[config.mk]
export PLATFORM = sky130hd
export DESIGN_NAME = st_mem_top
export DESIGN_NICKNAME = d
export VERILOG_FILES = /design/src/rtl/st_mem_pkg.sv /design/src/rtl/chipset_ram_port.sv /design/src/rtl/tos_loader.sv /design/src/rtl/viking_monitor.sv /design/src/rtl/sdram_slot_arbiter.sv /design/src/rtl/st_mem_top.sv
export VERILOG_INCLUDE_DIRS = /design/src /design/src/rtl
export SDC_FILE = /design/constraint.sdc
export NUM_CORES = 1
export LEC_CHECK = 0
export BUFFER_PORTS_ARGS = -buffer_cell sky130_fd_sc_hd__clkbuf_2
export CAP_MARGIN = 25
export CELL_PAD_IN_SITES_DETAIL_PLACEMENT = 0
export CELL_PAD_IN_SITES_GLOBAL_PLACEMENT = 2
export CORE_MARGIN = 2
export CORE_UTILIZATION = 21
export CTS_BUF_LIST = sky130_fd_sc_hd__clkbuf_16
export DETAILED_ROUTE_END_ITERATION = 12
export PLACE_DENSITY_LB_ADDON = 0.1
export SLEW_MARGIN = 20
export SYNTH_ARGS = -nofsm -noshare
export SYNTH_HDL_FRONTEND = slang
export SYNTH_SLANG_ARGS = --single-unit
[constraint.sdc]
create_clock -name clk_32 -period 1.85 [get_ports clk_32]
set_input_delay 0.0925 -clock clk_32 [delete_from_list [all_inputs] [get_ports clk_32]]
set_output_delay 0.0925 -clock clk_32 [all_outputs]
set_load 0.01 [all_outputs]
[src/rtl/st_mem_defines.svh]
// ============================
// st memory front end constants
// memory size codes, address tags and
// the viking driver detection limit
// ============================

`ifndef ST_MEM_DEFINES_SVH
`define ST_MEM_DEFINES_SVH

// memory size codes from the configuration
`define ST_MEM_512K         3'd0
`define ST_MEM_1M           3'd1
`define ST_MEM_2M           3'd2
`define ST_MEM_4M           3'd3
`define ST_MEM_8M           3'd4
`define ST_MEM_14M          3'd5

// viking card range, address bits 23..18
`define ST_VIKING_TAG_LO    6'b110000
// moved to $e80000 in steroids mode
`define ST_VIKING_TAG_HI    6'b111010

// high viking ram window, address bits 23..19
`define ST_VIKING_WIN_HI    5'b11101

// accesses needed before the driver counts as loaded
`define ST_VIKING_COUNT_MAX 8'hff

// download address tags, bits 23..18 and 23..20
`define ST_TOS192K_TAG      6'b111111
`define ST_TOS256K_TAG      4'he

// rom bank prefixes, bits 23..18
`define ST_ROM_LO_BASE      6'b111000
`define ST_ROM_HI_BASE      6'b111111

`endif

[src/rtl/st_mem_pkg.sv]
// ============================
// st memory front end types
// bus vectors and request structs
// shared across the sdram front end
// ============================

package st_mem_pkg;

	// word address, byte bit 0 dropped
	typedef logic [23:1] addr_t;
	typedef logic [15:0] data_t;
	typedef logic [1:0]  slot_t;
	typedef logic [2:0]  mem_size_t;

	// system configuration
	typedef struct packed {
		mem_size_t mem_size;
		logic      viking_en;
		logic      steroids;
		logic      turbo;
	} st_cfg_t;

	// cpu side bus, rom2_n low selects the rom2 bank
	typedef struct packed {
		addr_t addr;
		logic  as_n;
		logic  rom2_n;
	} cpu_bus_t;

	// chipset ram access from the mcu
	typedef struct packed {
		addr_t addr;
		logic  ras_n;
		logic  refresh;
		logic  we_n;
		logic  uds;
		logic  lds;
		data_t wdata;
	} chip_ram_t;

	// rom/cartridge download port
	typedef struct packed {
		addr_t addr;
		data_t data;
		logic  strobe;
		logic  active;
	} dl_port_t;

	// one request towards the sdram controller
	typedef struct packed {
		logic  req;
		logic  we;
		logic  uds;
		logic  lds;
		addr_t addr;
		data_t wdata;
	} sdram_req_t;

endpackage

[src/rtl/chipset_ram_port.sv]
// ============================
// chipset ram port
// ras falling edges become sdram requests,
// gated by the configured ram window
// ============================

`timescale 1ns/1ps

`include "st_mem_defines.svh"

module chipset_ram_port (
	input  logic                   clk_32,
	input  logic                   xsint,
	input  st_mem_pkg::st_cfg_t    cfg_i,
	input  st_mem_pkg::chip_ram_t  ram_i,
	input  logic                   viking_en_i,
	output st_mem_pkg::sdram_req_t req_o
);

	logic ras_n_d;
	logic size_ok;
	logic viking_ok;
	logic ram_en;

	always_ff @(posedge clk_32 or negedge xsint) begin
		if (!xsint) begin
			ras_n_d <= 1'b1;
		end else begin
			ras_n_d <= ram_i.ras_n;
		end
	end

	// st ram window per memory size
	always_comb begin
		case (cfg_i.mem_size)
			`ST_MEM_512K: size_ok = (ram_i.addr[23:19] == 5'b00000);
			`ST_MEM_1M:   size_ok = (ram_i.addr[23:20] == 4'b0000);
			`ST_MEM_2M:   size_ok = (ram_i.addr[23:21] == 3'b000);
			`ST_MEM_4M:   size_ok = (ram_i.addr[23:22] == 2'b00);
			`ST_MEM_8M:   size_ok = ~ram_i.addr[23];
			// everything but the top 2MB
			`ST_MEM_14M:  size_ok = (ram_i.addr[23:21] != 3'b111);
			default:      size_ok = 1'b0;
		endcase
	end

	// viking video memory, c0 or e8 depending on steroids
	assign viking_ok = viking_en_i &&
		(cfg_i.steroids ? (ram_i.addr[23:19] == `ST_VIKING_WIN_HI)
		                : (ram_i.addr[23:18] == `ST_VIKING_TAG_LO));

	assign ram_en = size_ok | viking_ok;

	// falling ras, no refresh
	assign req_o.req   = ras_n_d & ~ram_i.ras_n & ~ram_i.refresh & ram_en;
	assign req_o.we    = ~ram_i.we_n;
	assign req_o.uds   = ram_i.uds;
	assign req_o.lds   = ram_i.lds;
	assign req_o.addr  = ram_i.addr;
	assign req_o.wdata = ram_i.wdata;

endmodule

[src/rtl/tos_loader.sv]
// ============================
// tos/cartridge loader
// download strobe toggles become sdram writes,
// tracks a 192K tos and remaps rom2 accesses
// ============================

`timescale 1ns/1ps

`include "st_mem_defines.svh"

module tos_loader (
	input  logic                   clk_32,
	input  logic                   xsint,
	input  st_mem_pkg::dl_port_t   dl_i,
	input  st_mem_pkg::cpu_bus_t   cpu_i,
	input  st_mem_pkg::slot_t      bus_slot_i,
	output st_mem_pkg::sdram_req_t req_o,
	output st_mem_pkg::addr_t      rom_addr_o
);

	logic strobe_d;
	logic data_wr;
	logic tos192k;

	// strobe sampled once per bus cycle, in slot 0
	always_ff @(posedge clk_32 or negedge xsint) begin
		if (!xsint) begin
			strobe_d <= 1'b0;
			data_wr  <= 1'b0;
		end else begin
			data_wr <= (bus_slot_i == 2'd0) && (dl_i.strobe != strobe_d);
			if (bus_slot_i == 2'd0) begin
				strobe_d <= dl_i.strobe;
			end
		end
	end

	// tos size seen from the download address
	always_ff @(posedge clk_32 or negedge xsint) begin
		if (!xsint) begin
			tos192k <= 1'b0;
		end else if (dl_i.active) begin
			if (dl_i.addr[23:18] == `ST_TOS192K_TAG) begin
				tos192k <= 1'b1;
			end else if (dl_i.addr[23:20] == `ST_TOS256K_TAG) begin
				tos192k <= 1'b0;
			end
		end
	end

	// full word write of the download data
	assign req_o.req   = data_wr;
	assign req_o.we    = 1'b1;
	assign req_o.uds   = 1'b1;
	assign req_o.lds   = 1'b1;
	assign req_o.addr  = dl_i.addr;
	assign req_o.wdata = dl_i.data;

	// 192K tos lives at fc0000, larger ones at e00000
	always_comb begin
		if (!cpu_i.rom2_n) begin
			if (tos192k) begin
				rom_addr_o = {`ST_ROM_HI_BASE, cpu_i.addr[17:1]};
			end else begin
				rom_addr_o = {`ST_ROM_LO_BASE, cpu_i.addr[17:1]};
			end
		end else begin
			rom_addr_o = cpu_i.addr;
		end
	end

endmodule

[src/rtl/viking_monitor.sv]
// ============================
// viking monitor
// counts cpu hits on the viking range and
// enables the card's video reads
// ============================

`timescale 1ns/1ps

`include "st_mem_defines.svh"

module viking_monitor (
	input  logic                   clk_32,
	input  logic                   xsint,
	input  st_mem_pkg::st_cfg_t    cfg_i,
	input  st_mem_pkg::cpu_bus_t   cpu_i,
	input  st_mem_pkg::slot_t      bus_slot_i,
	input  st_mem_pkg::addr_t      vid_addr_i,
	input  logic                   vid_read_i,
	output logic                   viking_en_o,
	output logic                   viking_active_o,
	output st_mem_pkg::sdram_req_t req_o
);

	logic       mem_ok;
	logic       tag_hit;
	logic [7:0] hit_cnt;

	// at most 8MB st ram leaves room at c00000
	assign mem_ok      = (cfg_i.mem_size <= `ST_MEM_8M);
	assign viking_en_o = (cfg_i.viking_en & mem_ok) | cfg_i.steroids;

	assign tag_hit = (cpu_i.addr[23:18] ==
		(cfg_i.steroids ? `ST_VIKING_TAG_HI : `ST_VIKING_TAG_LO));

	// driver presence is judged by repeated accesses, stray probes stay below
	always_ff @(posedge clk_32 or negedge xsint) begin
		if (!xsint) begin
			hit_cnt         <= 8'h00;
			viking_active_o <= 1'b0;
		end else begin
			if ((bus_slot_i == 2'd0) && !cpu_i.as_n && viking_en_o && tag_hit &&
			    (hit_cnt != `ST_VIKING_COUNT_MAX)) begin
				hit_cnt <= hit_cnt + 8'd1;
			end
			viking_active_o <= (hit_cnt == `ST_VIKING_COUNT_MAX);
		end
	end

	// word read of the video address
	assign req_o.req   = viking_active_o & vid_read_i;
	assign req_o.we    = 1'b0;
	assign req_o.uds   = 1'b1;
	assign req_o.lds   = 1'b1;
	assign req_o.addr  = vid_addr_i;
	assign req_o.wdata = '0;

endmodule

[src/rtl/sdram_slot_arbiter.sv]
// ============================
// sdram slot arbiter
// maps bus slots to cpu and viking
// and registers one winning request
// ============================

`timescale 1ns/1ps

module sdram_slot_arbiter (
	input  logic                   clk_32,
	input  logic                   xsint,
	input  st_mem_pkg::st_cfg_t    cfg_i,
	input  st_mem_pkg::slot_t      bus_slot_i,
	input  logic                   download_i,
	input  st_mem_pkg::sdram_req_t chip_i,
	input  st_mem_pkg::sdram_req_t load_i,
	input  st_mem_pkg::sdram_req_t video_i,
	output st_mem_pkg::sdram_req_t sdram_o
);

	logic                   cpu_slot;
	logic                   viking_slot;
	st_mem_pkg::sdram_req_t sel_req;

	// turbo gives the cpu two slots and pushes viking to slot 3
	always_comb begin
		if (cfg_i.turbo) begin
			cpu_slot    = (bus_slot_i == 2'd1) || (bus_slot_i == 2'd2);
			viking_slot = (bus_slot_i == 2'd3);
		end else begin
			cpu_slot    = (bus_slot_i == 2'd1);
			viking_slot = (bus_slot_i == 2'd2);
		end
	end

	// download owns the cpu slots while active,
	// even when it has nothing to write
	always_comb begin
		if (cpu_slot && download_i) begin
			sel_req = load_i;
		end else if (viking_slot && video_i.req) begin
			sel_req = video_i;
		end else begin
			sel_req = chip_i;
		end
	end

	always_ff @(posedge clk_32 or negedge xsint) begin
		if (!xsint) begin
			sdram_o <= '0;
		end else begin
			sdram_o <= sel_req;
		end
	end

endmodule

[src/rtl/st_mem_top.sv]
// ============================
// st memory front end top
// chipset, loader and viking requesters
// sharing one sdram request port
// ============================

`timescale 1ns/1ps

module st_mem_top (
	input  logic                   clk_32,
	input  logic                   xsint,
	input  st_mem_pkg::st_cfg_t    cfg_i,
	input  st_mem_pkg::slot_t      bus_slot_i,
	input  st_mem_pkg::cpu_bus_t   cpu_i,
	input  st_mem_pkg::chip_ram_t  ram_i,
	input  st_mem_pkg::dl_port_t   dl_i,
	input  st_mem_pkg::addr_t      vid_addr_i,
	input  logic                   vid_read_i,
	output st_mem_pkg::sdram_req_t sdram_o,
	output st_mem_pkg::addr_t      rom_addr_o,
	output logic                   viking_active_o
);

	st_mem_pkg::sdram_req_t chip_req;
	st_mem_pkg::sdram_req_t load_req;
	st_mem_pkg::sdram_req_t video_req;
	logic                   viking_en;

	chipset_ram_port u_chipset_ram_port (
		.clk_32      (clk_32),
		.xsint       (xsint),
		.cfg_i       (cfg_i),
		.ram_i       (ram_i),
		.viking_en_i (viking_en),
		.req_o       (chip_req)
	);

	tos_loader u_tos_loader (
		.clk_32     (clk_32),
		.xsint      (xsint),
		.dl_i       (dl_i),
		.cpu_i      (cpu_i),
		.bus_slot_i (bus_slot_i),
		.req_o      (load_req),
		.rom_addr_o (rom_addr_o)
	);

	viking_monitor u_viking_monitor (
		.clk_32          (clk_32),
		.xsint           (xsint),
		.cfg_i           (cfg_i),
		.cpu_i           (cpu_i),
		.bus_slot_i      (bus_slot_i),
		.vid_addr_i      (vid_addr_i),
		.vid_read_i      (vid_read_i),
		.viking_en_o     (viking_en),
		.viking_active_o (viking_active_o),
		.req_o           (video_req)
	);

	sdram_slot_arbiter u_sdram_slot_arbiter (
		.clk_32     (clk_32),
		.xsint      (xsint),
		.cfg_i      (cfg_i),
		.bus_slot_i (bus_slot_i),
		.download_i (dl_i.active),
		.chip_i     (chip_req),
		.load_i     (load_req),
		.video_i    (video_req),
		.sdram_o    (sdram_o)
	);

endmodule

# == After elaboration in Yosys (flattened, before gate mapping) ==
# Cells that the tools add are included.
# totals
reg_bits,56
in_bits,144
word_cells,71
# op_classes
n_bitwise,11
n_lt_le_gt_ge,1
n_reduce_logical,18
addsub,1
eq_ne,17
n_mux,11
# op_table
operator,n
$mux W43,2
$mux W23,1
$mux W20,1
$eq A6 B6 Y1 const B,2
$add A8 B1 Y8 const B,1
$eq A8 B8 Y1 const B,1
$logic_and A1 B1 Y1,8
$ne A8 B8 Y1 const B,1
$eq A3 B2 Y1 const B,2
$eq A3 B3 Y1 const B,2
$eq A6 B6 Y1,1
$logic_not A3 Y1,2
$pmux W1 S6,1
$and A1 B1 Y1,5
$eq A5 B5 Y1 const B,1
$logic_not A5 Y1,1
$mux W1,5
$eq A2 B2 Y1 const B,2
$eq A4 B4 Y1 const B,1
$logic_not A2 Y1,2
$logic_not A4 Y1,1
$mux W4,1
$not A1 Y1,4
$eq A3 B1 Y1 const B,1
9 further kinds,10

# == Longest topological paths before layout ==
# depth
word_depth,8
mapped_depth,8
mapped_depth_nobuf,7

# == Cells and area by module ==
# A second synthesis with hierarchy kept.
# unflattened
cells_unflattened,488
hier_area_um2,4520.6
# modules_own_cells
module,cells_each,area_per_inst_um2,instances,seq_area_each_um2
sdram_slot_arbiter,259,2581.2,1,1076.0
viking_monitor,89,878.3,1,225.2
tos_loader,82,628.1,1,75.1
chipset_ram_port,58,432.9,1,26.3

# == Least setup slack after synthesis ==
# No wires, ideal clock.
# synth_timing
path_type,register to register
startpoint,reg u_viking_monitor.hit_cnt[0]
endpoint,reg u_viking_monitor.hit_cnt[1]
setup_slack_ps,289
arrival_ps,1437
setup_ps,125
stages_incl_launch_ff,5
path_buffers,0
cell_sequence,dfrtp_1 > ha_1 > and4_4 > nor3_4 > mux2_2
# synth_via
elab_chain_cells,2
# synth_rtl
item,line_no,text
start: declaration,viking_monitor.sv:26,logic [7:0] hit_cnt;
start signal: assignment,viking_monitor.sv:43,hit_cnt <= hit_cnt + 8'd1;
"parallel branches: the longest is 2 deep, another holds $add A8 B1 Y8",n/a,
# Several ways; the timed one is not identified.
# A chain may end at the register's enable or synchronous reset.

# == Final worst setup path ==
# Same ends and word-level chain as after synthesis.

==> flow_summary_export.csv <==
group,metric,value,unit
sta,rsz0062_at_grt,"false",
sta,holdWs,14.4,ps
floorplanning,dieArea,13900,um2
setup_path,crit_path_end_kind,"flop",
sta,post-route-period-util,0.900,
sta,slew_headroom,0.711,
sta,post-route-min-period,1660,ps
grt,grt_pass1_wl,14.3,mm
synth,synth_enable_flop_cells,0,
drt,postRouteAntennaNets,0,
setup_path,cp_max_fo,7,
cts,post_cts_resized,0,
setup_path,cp-start-kind,"flop",
synth,synth_xor_area_frac,0.0224,
worst_hold_path,hold_path.class,"in -> reg",
synth,synth_top_cell_area_share,0.503,
sta,hold_viol_final,0,
grt,grt_busiest_layer,"met2",
placed_design,post_dp_cell_area,3730,um2
drt,drt_iter0_markers,70,
grt,use_met1,0.167,
sta,fin_ws,186,ps
cts,clk_pin_slew,80,ps
synth,synth-seq-area-share,0.513,
grt,grt_util_met2,0.207,
final_layout,stdcell_area,4340,um2
sta,worstMarginPinSlew,434,ps
floorplanning,num_io_pins,211,
synth,synth_mux_area_frac,0.102,
drt,dr_total_vias,2538,
setup_path,worstPathRequired,2040,ps
synth,yosysTopAreaCell,"dfrtp_1",
sta,finClkSkew,6.06,ps
synth,synth_compound_area_frac,0.125,
synth,yosys_most_used_dff,"dfrtp_1",
synth,synth.avg_cell_area,11.0,um2
final_layout,drive_gt1_frac,0.437,
cts,numClockSinks,56,
synth,ys_top_cells_by_count,"dfrtp_1, nand2_1, mux2i_1",
grt,antenna_found_initial,0,
synth,synth-simple-area-share,0.137,
cts,clk_path_buf_depth,2,
sta,max_freq,601,MHz
sta,setup_viol,0,
drt,drtPass1Iterations,4,
outcome,status,"completed",
grt,grt_max_degree,29,
drt,via_per_inst,4.02,
grt,grt_usage,0.130,
final_layout,fin_nets,608,
sta,maxSlewViolCount,0,
grt,grt_pass1_vias,2693,
floorplanning,initial_utilization,0.216,
cts,hold_buffers,46,
floorplanning,die_h,118,um
synth,yosys_warnings,0,
cts,cts_root_buffer,"clkbuf_16",
final_layout,fillers,1361,
cts,cts_max_level,2,
cts,cts-buffers-inserted,5,
flow_run,max_cap_violations,0,
floorplanning,die_w,118,um
synth,synthesis.nets,398,
power,irDropWorstVdd,0.360,mV
setup_path,path_class,"reg -> reg",
sta,setup_tns,0,ps
synth,async_flop_share,1.00,
synth,synth_top_family_by_area,"simple AND/OR/NAND/NOR gates",
grt,grt-ovfl-total,0,
floorplanning,rows,41,
placed_design,port_buffers,176,
floorplanning,core,12700,um2
synth,synthAdderAreaFrac,0.0229,
synth,synthTopCellsByArea,"dfrtp_1, mux2i_1, nand2_1, a22o_1, buf_4",
synth,synth_cell_type_count,43,
final_layout,n_antenna_cell,0,
synth,syn-cell-area,2730,um2
placed_design,dpl_worst_slack,162,ps
cts,postCtsSetupBuffers,0,
drt,drc,0,
drt,routed_wl,8.68,mm
placed_design,dp_hpwl,6.81,mm
synth,synthCells,249,
power,powerDensity,686,nW/um2
synth,synth_seq_cells,56,
cts,cts_tree,"built",
placed_design,gp_congestion,0.709,
synth,post-synth-top-count-cell,"dfrtp_1",
cts,clock_latency,300,ps
final_layout,areaGrowthSynthToFinish,58.9,%
grt,met3_usage,0.0431,
drt,post_drt_wl_per_cell,13.7,um
power,p_leak,2.13,nW
setup_path,cp.arrival,1850,ps
-- path summary, 6_finish.rpt --
path | from | endpoint | slack, ps | cells past startpoint
worst max-delay path | u_viking_monitor.hit_cnt[0] | u_viking_monitor.hit_cnt[1] | 190 | 4
worst min-delay path | dl_i[2] | u_sdram_slot_arbiter.sdram_o[0] | 10 | 2
worst max register to register | u_viking_monitor.hit_cnt[0] | u_viking_monitor.hit_cnt[1] | 190 | 4
worst min register to register | u_viking_monitor.hit_cnt[6] | u_viking_monitor.hit_cnt[6] | 490 | 1
max in group asynchronous | xsint | u_viking_monitor.hit_cnt[3] | 950 | 3
min in group asynchronous | xsint | u_sdram_slot_arbiter.sdram_o[19] | 220 | 2
-- flip-flops by register name, summed over array words and instances (netlist names) --
signal                            cells
u_tos_loader.strobe_d                 1
u_tos_loader.tos192k                  1
u_viking_monitor.viking_active_o      1
u_tos_loader.data_wr                  1
u_sdram_slot_arbiter.sdram_o         43
u_chipset_ram_port.ras_n_d            1
u_viking_monitor.hit_cnt              8
-- worst max-delay path, stage by stage (launching register included) --
cell     delay (ps)
dfrtp_1         410
ha_1            250
and4_4          210
nor3_4          320
mux2_2          370
-- per-stage QoR --
| step | power [mW] | instances | utilization |
|---|---|---|---|
| after floorplan | 1.64 | 249 | - |
| after global routing | 3.16 | 632 | 0.343 |
| final | 2.98 | 632 | 0.343 |
| after detailed placement | 1.93 | 578 | 0.294 |
| after CTS | 3.07 | 632 | 0.343 |
| after global placement | 1.93 | 578 | 0.294 |
-- routing by layer --
layer,wire [um],vias to the layer above
li1,-,1273
met1,3910,1132
met2,4000,117
met3,690,16
met4,90,0
met5,0,-
-- where the power goes --
part	internal (mW)	switching, mW	leakage (nW)
Sequential	1.32	0.0301	0.683
Clock	0.516	0.492	0.0719
Combinational	0.327	0.293	1.38
Total	2.16	0.815	2.13
-- cells in the final DEF, fill, tap and decap left out, types with 2 or more instances in the layout --
cell	synthesis	layout
inv_1	4	4
o21ai_1	17	17
a22o_1	16	16
nand3_1	3	3
clkbuf_2	0	176
or3_1	2	2
nand4_1	3	3
clkbuf_16	0	5
mux2i_1	24	24
xnor2_1	5	5
xor2_1	2	2
nand2b_1	5	5
o21ai_0	9	9
buf_12	0	3
dlygate4sd3_1	0	46
nand2_1	40	40
dfrtp_1	55	55
a21oi_1	3	3
mux2_2	2	2
buf_4	17	5
nor2_1	4	4
ha_1	5	5
-- cell families after synthesis --
family	after synthesis
flops	56
buf+inv	31
mux	27
fa+ha+maj	5
xor+xnor	7
simple gates	71
compound gates	52
-- cell type report --
cell class	count	area, um2	share of cell area
sequential	56	1400	0.323
timing repair buffer	230	1440	0.331
tap	172	215	0.0495
clock inverter	3	27.5	0.00634
multi-input combinational	162	1120	0.258
inverter	4	15.0	0.00346
clock buffer	5	125	0.0288
(Power assumes the default switching activity.)
